[config.mk]
export PLATFORM = sky130hd
export DESIGN_NAME = photon_counter_top
export DESIGN_NICKNAME = d
export VERILOG_FILES = /design/src/photon_counter_pkg.sv /design/src/photon_counter_top.sv /design/src/count_report.sv /design/src/sync_monitor.sv /design/src/interval_counter.sv /design/src/edge_detect.sv
export SDC_FILE = /design/constraint.sdc
export NUM_CORES = 1
export LEC_CHECK = 0
export BUFFER_PORTS_ARGS = -buffer_cell sky130_fd_sc_hd__buf_2
export CELL_PAD_IN_SITES_DETAIL_PLACEMENT = 1
export CELL_PAD_IN_SITES_GLOBAL_PLACEMENT = 1
export CORE_ASPECT_RATIO = 1.5
export CORE_MARGIN = 2
export CORE_UTILIZATION = 34
export DETAILED_ROUTE_END_ITERATION = 10
export GPL_ROUTABILITY_DRIVEN = 1
export PLACE_DENSITY_LB_ADDON = 0.25
export SYNTH_ARGS = -nofsm -noshare
export SYNTH_HDL_FRONTEND = slang
export SYNTH_SLANG_ARGS = --single-unit
[constraint.sdc]
create_clock -name clk -period 8 [get_ports clk]
set_input_delay 0.8 -clock clk [delete_from_list [all_inputs] [get_ports clk]]
set_output_delay 0.8 -clock clk [all_outputs]
set_load 0.05 [all_outputs]
[src/photon_counter_pkg.sv]
package photon_counter_pkg;

    ////////////////////////////////////////
    // Time bases
    ////////////////////////////////////////

    // Clocks in one gate time unit
    // Scaled down for simulation
    localparam logic [31:0] CLK_PER_UNIT = 32'd20;

    // Length of one sync check window in clocks
    localparam logic [31:0] SYNC_WINDOW_CLKS = 32'd400;

    ////////////////////////////////////////
    // BCD display format
    ////////////////////////////////////////

    // Digits shown on the display
    localparam int BCD_DIGITS = 8;

    // Largest value a single decimal digit may hold
    localparam logic [3:0] BCD_MAX_DIGIT = 4'd9;

    ////////////////////////////////////////
    // Vector types
    ////////////////////////////////////////

    // Eight packed BCD digits
    // Least significant digit in bits 3:0
    typedef logic [31:0] bcd_count_t;

    // Binary photon count of one interval, saturating
    typedef logic [15:0] single_count_t;

    // Running binary total, wraps at 2^32
    typedef logic [31:0] total_count_t;

    // Gate time selection in units, 0 read as 1
    typedef logic [7:0] interval_sel_t;

    // Clock counter inside one gate unit
    typedef logic [15:0] unit_cnt_t;

    // Sync edges seen in one window
    typedef logic [7:0] sync_cnt_t;

endpackage
[src/photon_counter_top.sv]
`timescale 1ns/1ps

module photon_counter_top (
    input  logic                              clk,
    input  logic                              rst_n,
    input  logic                              en,
    input  logic                              photon_pulse,
    input  logic                              sync_in,
    input  photon_counter_pkg::interval_sel_t interval_sel,
    output logic                              data_update,
    output photon_counter_pkg::bcd_count_t    count_bcd,
    output photon_counter_pkg::single_count_t count_single,
    output logic                              count_overflow,
    output logic                              report_sync_lost,
    output photon_counter_pkg::total_count_t  count_total,
    output logic                              ext_sync_lost
);

    import photon_counter_pkg::*;

    // Edge strobes
    logic pulse_rise;
    logic sync_rise;

    // Interval results towards the report block
    logic          interval_done;
    bcd_count_t    interval_bcd;
    single_count_t interval_single;
    logic          interval_overflow;

    ////////////////////////////////////////
    // Front end edge detection
    ////////////////////////////////////////

    // Photon input, only rising edges are counted
    edge_detect u_pulse_edge (
        .clk    (clk),
        .rst_n  (rst_n),
        .en     (en),
        .sig_in (photon_pulse),
        .rise   (pulse_rise),
        .fall   ()
    );

    // Mains sync input
    edge_detect u_sync_edge (
        .clk    (clk),
        .rst_n  (rst_n),
        .en     (en),
        .sig_in (sync_in),
        .rise   (sync_rise),
        .fall   ()
    );

    ////////////////////////////////////////
    // Counting and monitoring
    ////////////////////////////////////////

    interval_counter u_interval_counter (
        .clk               (clk),
        .rst_n             (rst_n),
        .en                (en),
        .pulse_rise        (pulse_rise),
        .interval_sel      (interval_sel),
        .interval_done     (interval_done),
        .interval_bcd      (interval_bcd),
        .interval_single   (interval_single),
        .interval_overflow (interval_overflow)
    );

    // Sync state goes out directly and into the report
    sync_monitor u_sync_monitor (
        .clk       (clk),
        .rst_n     (rst_n),
        .en        (en),
        .sync_rise (sync_rise),
        .sync_lost (ext_sync_lost)
    );

    count_report u_count_report (
        .clk               (clk),
        .rst_n             (rst_n),
        .en                (en),
        .interval_done     (interval_done),
        .interval_bcd      (interval_bcd),
        .interval_single   (interval_single),
        .interval_overflow (interval_overflow),
        .sync_lost         (ext_sync_lost),
        .data_update       (data_update),
        .count_bcd         (count_bcd),
        .count_single      (count_single),
        .count_overflow    (count_overflow),
        .report_sync_lost  (report_sync_lost),
        .count_total       (count_total)
    );

endmodule

[src/count_report.sv]
`timescale 1ns/1ps

module count_report (
    input  logic                              clk,
    input  logic                              rst_n,
    input  logic                              en,
    input  logic                              interval_done,
    input  photon_counter_pkg::bcd_count_t    interval_bcd,
    input  photon_counter_pkg::single_count_t interval_single,
    input  logic                              interval_overflow,
    input  logic                              sync_lost,
    output logic                              data_update,
    output photon_counter_pkg::bcd_count_t    count_bcd,
    output photon_counter_pkg::single_count_t count_single,
    output logic                              count_overflow,
    output logic                              report_sync_lost,
    output photon_counter_pkg::total_count_t  count_total
);

    import photon_counter_pkg::*;

    ////////////////////////////////////////
    // Interval report
    ////////////////////////////////////////

    always_ff @(posedge clk or negedge rst_n) begin
        if (!rst_n) begin
            data_update      <= 1'b0;
            count_bcd        <= '0;
            count_single     <= '0;
            count_overflow   <= 1'b0;
            report_sync_lost <= 1'b0;
        end else if (!en) begin
            // Displayed values blank while disabled
            data_update      <= 1'b0;
            count_bcd        <= '0;
            count_single     <= '0;
            count_overflow   <= 1'b0;
            report_sync_lost <= 1'b0;
        end else begin
            data_update <= interval_done;
            // Hold last report until the next interval end
            if (interval_done) begin
                count_bcd        <= interval_bcd;
                count_single     <= interval_single;
                count_overflow   <= interval_overflow;
                report_sync_lost <= sync_lost;
            end
        end
    end

    ////////////////////////////////////////
    // Running total
    ////////////////////////////////////////

    // Only rst_n clears it, wraps silently
    always_ff @(posedge clk or negedge rst_n) begin
        if (!rst_n) begin
            count_total <= '0;
        end else if (en && interval_done) begin
            count_total <= count_total + total_count_t'(interval_single);
        end
    end

endmodule

[src/sync_monitor.sv]
`timescale 1ns/1ps

module sync_monitor (
    input  logic clk,
    input  logic rst_n,
    input  logic en,
    input  logic sync_rise,
    output logic sync_lost
);

    import photon_counter_pkg::*;

    ////////////////////////////////////////
    // Window timing
    ////////////////////////////////////////

    logic [$clog2(SYNC_WINDOW_CLKS)-1:0] win_cnt;
    logic                                win_end;

    assign win_end = (win_cnt == ($clog2(SYNC_WINDOW_CLKS))'(SYNC_WINDOW_CLKS - 1));

    ////////////////////////////////////////
    // Edge tally
    ////////////////////////////////////////

    sync_cnt_t sync_cnt;
    logic      saw_edge;

    // Edge in the last window cycle still belongs to this window
    assign saw_edge = (sync_cnt != '0) || sync_rise;

    always_ff @(posedge clk or negedge rst_n) begin
        if (!rst_n) begin
            win_cnt   <= '0;
            sync_cnt  <= '0;
            sync_lost <= 1'b0;
        end else if (!en) begin
            win_cnt   <= '0;
            sync_cnt  <= '0;
            sync_lost <= 1'b0;
        end else if (win_end) begin
            // Decision lands one clock after window end
            win_cnt   <= '0;
            sync_cnt  <= '0;
            sync_lost <= !saw_edge;
        end else begin
            win_cnt <= win_cnt + 1'b1;
            // Saturating tally where only zero versus nonzero matters
            if (sync_rise && (sync_cnt != '1)) begin
                sync_cnt <= sync_cnt + 1'b1;
            end
        end
    end

    // Flag moves only after a window end, or drops while disabled
    a_lost_changes_at_window_end: assert property (@(posedge clk) disable iff (!rst_n)
        $changed(sync_lost) |-> ($past(en) ? $past(win_end) : !sync_lost));

endmodule

[src/interval_counter.sv]
`timescale 1ns/1ps

module interval_counter (
    input  logic                              clk,
    input  logic                              rst_n,
    input  logic                              en,
    input  logic                              pulse_rise,
    input  photon_counter_pkg::interval_sel_t interval_sel,
    output logic                              interval_done,
    output photon_counter_pkg::bcd_count_t    interval_bcd,
    output photon_counter_pkg::single_count_t interval_single,
    output logic                              interval_overflow
);

    import photon_counter_pkg::*;

    ////////////////////////////////////////
    // Gate timer
    ////////////////////////////////////////

    logic          start_q;
    interval_sel_t sel_q;
    interval_sel_t sel_eff;
    unit_cnt_t     unit_cnt;
    interval_sel_t unit_num;
    logic          unit_end;

    // New selection only taken in the first cycle of an interval
    // Zero selection behaves as one unit
    assign sel_eff = !start_q ? sel_q :
                     (interval_sel == '0) ? interval_sel_t'(1) : interval_sel;

    assign unit_end      = (unit_cnt == unit_cnt_t'(CLK_PER_UNIT - 1));
    assign interval_done = en && unit_end && (unit_num == interval_sel_t'(sel_eff - 1'b1));

    ////////////////////////////////////////
    // Photon counters
    ////////////////////////////////////////

    bcd_count_t    bcd_q;
    bcd_count_t    bcd_next;
    logic          bcd_full;
    logic          ovf_q;
    single_count_t single_q;
    single_count_t single_next;
    logic          carry;
    logic [3:0]    digit;

    // Display range exhausted, hold at all nines
    assign bcd_full = (bcd_q == {BCD_DIGITS{BCD_MAX_DIGIT}});

    // Ripple decimal carry through the digits
    always_comb begin
        carry = pulse_rise && !bcd_full;
        for (int i = 0; i < BCD_DIGITS; i++) begin
            digit = bcd_q[i*4 +: 4];
            if (carry) begin
                if (digit == BCD_MAX_DIGIT) begin
                    digit = 4'd0;
                end else begin
                    digit = digit + 4'd1;
                    carry = 1'b0;
                end
            end
            bcd_next[i*4 +: 4] = digit;
        end
    end

    // Binary count saturates at all ones
    assign single_next = (pulse_rise && (single_q != '1)) ? single_q + 1'b1 : single_q;

    // Results include a pulse landing in the done cycle
    assign interval_bcd      = bcd_next;
    assign interval_single   = single_next;
    assign interval_overflow = ovf_q | (pulse_rise & bcd_full);

    always_ff @(posedge clk or negedge rst_n) begin
        if (!rst_n) begin
            start_q  <= 1'b1;
            sel_q    <= '0;
            unit_cnt <= '0;
            unit_num <= '0;
            bcd_q    <= '0;
            single_q <= '0;
            ovf_q    <= 1'b0;
        end else if (!en) begin
            // First enabled cycle opens a fresh interval
            start_q  <= 1'b1;
            sel_q    <= '0;
            unit_cnt <= '0;
            unit_num <= '0;
            bcd_q    <= '0;
            single_q <= '0;
            ovf_q    <= 1'b0;
        end else begin
            start_q <= interval_done;
            sel_q   <= sel_eff;
            if (interval_done) begin
                // Restart from zero next cycle
                unit_cnt <= '0;
                unit_num <= '0;
                bcd_q    <= '0;
                single_q <= '0;
                ovf_q    <= 1'b0;
            end else begin
                unit_cnt <= unit_end ? '0 : unit_cnt + 1'b1;
                unit_num <= unit_end ? unit_num + 1'b1 : unit_num;
                bcd_q    <= bcd_next;
                single_q <= single_next;
                ovf_q    <= interval_overflow;
            end
        end
    end

    for (genvar g = 0; g < BCD_DIGITS; g++) begin : g_digit_chk
        a_digit_range: assert property (@(posedge clk) disable iff (!rst_n)
            bcd_q[g*4 +: 4] <= BCD_MAX_DIGIT);
    end

    a_done_single: assert property (@(posedge clk) disable iff (!rst_n)
        interval_done |=> !interval_done);

endmodule

[src/edge_detect.sv]
`timescale 1ns/1ps

module edge_detect (
    input  logic clk,
    input  logic rst_n,
    input  logic en,
    input  logic sig_in,
    output logic rise,
    output logic fall
);

    // Two-flop synchronizer then previous value for compare
    logic sync_ff1;
    logic sync_ff2;
    logic sig_prev;

    always_ff @(posedge clk or negedge rst_n) begin
        if (!rst_n) begin
            sync_ff1 <= 1'b0;
            sync_ff2 <= 1'b0;
            sig_prev <= 1'b0;
            rise     <= 1'b0;
            fall     <= 1'b0;
        end else if (!en) begin
            // History cleared so no stale edge after re-enable
            sync_ff1 <= 1'b0;
            sync_ff2 <= 1'b0;
            sig_prev <= 1'b0;
            rise     <= 1'b0;
            fall     <= 1'b0;
        end else begin
            sync_ff1 <= sig_in;
            sync_ff2 <= sync_ff1;
            sig_prev <= sync_ff2;
            // Registered strobes three clocks after the input edge
            rise     <= sync_ff2 & ~sig_prev;
            fall     <= ~sync_ff2 & sig_prev;
        end
    end

    // Strobe direction matches the input level three clocks back
    a_edge_matches_input: assert property (@(posedge clk) disable iff (!rst_n)
        (rise || fall) |-> (rise != fall) && (rise == $past(sig_in, 3)));

endmodule

==> results_tabular.tex <==
\begin{tabular}{lr}
\hline
Metric & Value \\
\hline
\multicolumn{2}{l}{\textbf{CTS}} \\
Clock latency on the worst-skew pair & about 0.45 ns \\
Total number of H-tree levels & 4 \\
CTS Buf Count & 17 \\
Buffer depth of the longest clock path & 2 \\
Hold buffer count at cts & 0 \\
Reg clk slew, reported paths & about 0.070 ns \\
Number of resized instances in the post-cts repair step & 0 \\
Post CTS Setup Buffer Count & 0 \\
Clock tree from TritonCTS & done \\
Clock tree root buffer cell & clkbuf\_16 \\
Clock sink total & between 150 and 200 \\
\multicolumn{2}{l}{\textbf{Floorplan}} \\
Area of the placeable core & around 29,000 sq um \\
Number of placement rows & 76 \\
Horizontal die dimension & 143 microns \\
Top-Level Pins & between 90 and 100 \\
Die Area & roughly 30,000 sq um \\
Chip height & around 210 microns \\
Effective utilization at floorplan & 34.4\% \\
\multicolumn{2}{l}{\textbf{STA}} \\
Unrepaired setup endpoints after global routing & no \\
Crit share post-route & between 50\% and 60\% \\
Accumulated negative setup slack & 0 ns \\
Rel. slew slack & about 29\% \\
Setup violation total in the final timing report & 0 \\
Largest clock skew in the final design & 0.0125 ns \\
Final Hold Violating Endpoints & 0 \\
Worst-margin pin slew & between 1 and 1.5 ns \\
Fmax achieved & 231 MHz \\
Final min period & roughly 4.3 ns \\
Final slew viol count & 0 \\
\multicolumn{2}{l}{\textbf{Logic synthesis}} \\
Number of enable flip-flop cells after synthesis & 0 \\
Post-synth net total & about 1,100 \\
Per-instance average area after synthesis & approximately 10 sq um \\
Sequential area share after synthesis & around half \\
Synthesized cell area & around 9800 sq um \\
Dominant synthesized flop cell & dfrtp\_1 \\
Number of library cell types mapped by synthesis & a little over 60 \\
FF+latch count, synth & between 150 and 200 \\
Fraction of registers with async set or reset after synthesis & 100\% \\
Number of standard cells after synthesis & approximately 1,000 \\
Warnings from Yosys & 0 \\
\multicolumn{2}{l}{\textbf{Global routing}} \\
All-Layer GR Usage & around 17\% \\
Via count of the first global-routing pass & a little over 8,000 \\
Maximum number of pins on one net before global-route repair & approximately 110 \\
Wire length of the first global-routing pass & slightly above 40,000 microns \\
Number of antenna violations at the first check in global routing & 0 \\
Global route total overflow & 0 \\
\multicolumn{2}{l}{\textbf{Worst setup path}} \\
Top Family by Delay on Critical Path & compound AO/OA/AOI/OAI gates \\
Number of gates on the worst path with buffers counted & 12 \\
Worst Path Required & $\sim$8.3 ns \\
Highest cell delay on the worst timing path & 0.78 ns \\
Max FO, Critical Path & 8 \\
Last element of the critical path & u\_count\_report.count\_total[25] \\
Capturing point of the worst reg2reg path & u\_count\_report.count\_total[25] \\
WS Path Type & reg -> reg \\
Worst setup path startpoint & u\_interval\_counter.single\_q[9] \\
Element type at the critical path end & flop \\
Buf/Inv on CP & 1 \\
Arrival time reported for the critical path endpoint & about 4.7 ns \\
Origin of the critical flop-to-flop path & u\_interval\_counter.single\_q[9] \\
Slowest cell on crit path & a41oi\_1 \\
Nature of the critical path startpoint & flop \\
Path depth of the worst reg2reg path & 12 \\
Flop2flop setup slack & approximately 3.7 ns \\
Ordered list of cells on the worst path & and4\_1 > and4\_1 > a211oi\_1 > nand2\_1 > xor2\_1 > inv\_1 > ha\_1 > a2111oi\_0 > a211oi\_1 > a41oi\_1 > nor3\_1 > xor2\_1 \\
\multicolumn{2}{l}{\textbf{Power}} \\
Net Switching & 462 uW \\
Combinational fraction of design power & $\sim$4.4\% \\
Peak ir drop on the vdd network & 0.000136 V \\
Internal power summed over all cells & around 1400 uW \\
Leak & about 0.0055 uW \\
Clk network pwr share & between 40\% and 50\% \\
Sw Ratio & $\sim$24\% \\
Power density of the placed cells & 170 nW/um\^{}2 \\
Overall power & approximately 1900 uW \\
Part of the total power dissipated in sequential elements & 51.5\% \\
\multicolumn{2}{l}{\textbf{Status}} \\
Outcome & complete, no violations \\
\multicolumn{2}{l}{\textbf{Drt}} \\
Total detailed-routing wirelength & 24,800 microns \\
Routed WL per cell & 16.7 microns \\
Detailed-route vias per instance & $\sim$5.1 \\
Residual DRC count & 0 \\
Number of antenna-violating nets in the routed design & 0 \\
Overall via count from detail\_route & $\sim$7,600 \\
Starting DRT DRC Count & 185 \\
Number of iterations in the first detailed-routing pass & 6 \\
\multicolumn{2}{l}{\textbf{Layout}} \\
Synthesis-to-finish area growth & 14.2\% \\
Fraction of final layout cells sized beyond drive strength 1 & about 14\% \\
Number of antenna diodes & 0 \\
Net total in the final layout & around 1,100 \\
\multicolumn{2}{l}{\textbf{Worst hold path}} \\
Class of the tightest hold or removal check & in -> async \\
\multicolumn{2}{l}{\textbf{Place}} \\
GP Congestion & between 0.8 and 0.9 \\
IO buf count & 96 \\
HPWL reported at the end of detailed placement & approximately 18,000 microns \\
\multicolumn{2}{l}{\textbf{Job}} \\
Number of violations of the max-capacitance limit & 0 \\
\hline
\end{tabular}
[metrics by stage]
step / hold WS [ns] / utilization [%] / instance area (sq um) / cells / setup WS [ns]
global placement: 0.381 / 37.3 / 10700 / 1460 / 3.54
global route: 0.407 / 39.2 / 11200 / 1491 / 3.22
CTS: 0.400 / 39.2 / 11200 / 1491 / 3.54
floorplan: 0.378 / - / 9830 / 1011 / 4.34
detailed placement: 0.390 / 37.3 / 10700 / 1460 / 3.42
finish: 0.378 / 39.2 / 11200 / 1491 / 3.67
[cells in the mapped netlist (all sizes together), types with 2 or more instances]
| library cell | number | area, sq um |
|---|---|---|
| dfrtp | 190 | 4750 |
| nor2 | 124 | 465 |
| nand3 | 80 | 400 |
| o21ai | 75 | 375 |
| nand2 | 71 | 267 |
| xor2 | 63 | 552 |
| inv | 40 | 150 |
| ha | 39 | 488 |
| xnor2 | 34 | 298 |
| nor3 | 28 | 145 |
| clkbuf | 25 | 93.8 |
| nand4 | 23 | 144 |
| a21oi | 22 | 110 |
| buf | 19 | 110 |
| mux2i | 18 | 205 |
| and3 | 17 | 106 |
| and2 | 13 | 81.3 |
| nor2b | 13 | 81.3 |
| nor4 | 12 | 93.8 |
| a211oi | 10 | 75.1 |
| a21o | 8 | 60.1 |
| a31oi | 7 | 43.8 |
| and4 | 7 | 61.3 |
| nand2b | 6 | 37.5 |
| nor3b | 6 | 45.0 |
| o2111ai | 6 | 52.6 |
| o211ai | 6 | 55.1 |
| or3 | 6 | 37.5 |
| and3b | 5 | 43.8 |
| mux2 | 5 | 56.3 |
| nand3b | 4 | 30.0 |
| nor4b | 4 | 47.6 |
| a211o | 3 | 26.3 |
| a2111oi | 2 | 36.3 |
| a21boi | 2 | 15.0 |
| o211a | 2 | 20.0 |
| o21a | 2 | 15.0 |
| o31ai | 2 | 15.0 |
[registers in the layout, summed over array words and instances, names as in the netlist, 8 cells and up]
| name | count |
|---|---|
| u_interval_counter.unit_num | 8 |
| u_sync_monitor.sync_cnt | 8 |
| u_interval_counter.bcd_q | 32 |
| u_count_report.count_bcd | 32 |
| u_count_report.count_total | 32 |
| u_count_report.count_single | 16 |
| u_interval_counter.single_q | 16 |
| u_interval_counter.sel_q | 8 |
| u_interval_counter.unit_cnt | 16 |
| u_sync_monitor.win_cnt | 9 |
[power by group through the flow]
| stage | sequential [uW] | combinational, uW | clock [uW] |
|---|---|---|---|
| finish | 982 | 84.1 | 839 |
| global route | 983 | 95.9 | 898 |
| CTS | 982 | 87.9 | 872 |
| detailed placement | 1000 | 87.9 | 0 |
| global placement | 1000 | 85.9 | 0 |
| floorplan | 998 | 46.9 | 0 |
[layout make-up]
class / instances / area, sq um
inverters: 40 / 150
fillers: 3273 / 17400
clock inverters: 11 / 109
multi-input cells: 736 / 4710
clock buffers: 20 / 457
flip-flops and latches: 191 / 4780
well taps: 390 / 488
repair buffers: 103 / 542
[routing by layer]
| layer | part of all wire, % | track usage, % | routed length [microns] |
|---|---|---|---|
| met5 | 0 | 0 | 0 |
| met4 | 1.5 | 4.98 | 364 |
| met3 | 3.3 | 3.72 | 819 |
| met2 | 54 | 31.9 | 13400 |
| met1 | 41 | 19.7 | 10300 |
[placed cells by master, fill, tap and decap left out, types with 4 or more instances in the layout]
master / synthesis / final
dfrtp_1: 190 / 190
nor2_1: 124 / 124
buf_2: 13 / 95
nand3_1: 80 / 80
o21ai_0: 73 / 73
nand2_1: 71 / 71
xor2_1: 63 / 63
inv_1: 39 / 39
ha_1: 39 / 39
xnor2_1: 34 / 34
nor3_1: 27 / 27
nand4_1: 23 / 23
a21oi_1: 22 / 22
and3_1: 17 / 17
clkbuf_16: 0 / 17
mux2i_1: 16 / 16
nor2b_1: 13 / 13
and2_1: 12 / 12
a211oi_1: 10 / 10
nor4_1: 9 / 9
a21o_1: 8 / 8
and4_1: 7 / 7
a31oi_1: 7 / 7
buf_4: 0 / 7
nand2b_1: 6 / 6
o2111ai_1: 6 / 6
nor3b_1: 6 / 6
or3_1: 6 / 6
and3b_1: 5 / 5
mux2_2: 5 / 5
o211ai_1: 4 / 4
nand3b_1: 4 / 4
clkinvlp_4: 0 / 4
[logic make-up after synthesis]
family,count (synthesis),synth area share [%]
and+or+nand+nor,420,21.3
DFF,191,48.6
AOI/OAI and AO/OA,156,9.99
xor gates and xnor gates,97,8.64
buffers and inverters,84,3.60
adders and majority gates,40,5.17
muxes,23,2.66
[how the worst min path moves through the flow]
stage | start | end | cells after the start
finish | rst_n | u_interval_counter.bcd_q[6] | 1
global route | u_sync_edge.sig_prev | u_sync_edge.rise | 1
CTS | u_pulse_edge.sig_prev | u_pulse_edge.rise | 1
detailed placement | u_pulse_edge.sig_prev | u_pulse_edge.rise | 1
global placement | u_sync_edge.sig_prev | u_sync_edge.rise | 1
floorplan | u_pulse_edge.sig_prev | u_pulse_edge.rise | 1
Power figures use the tool's default switching activity.
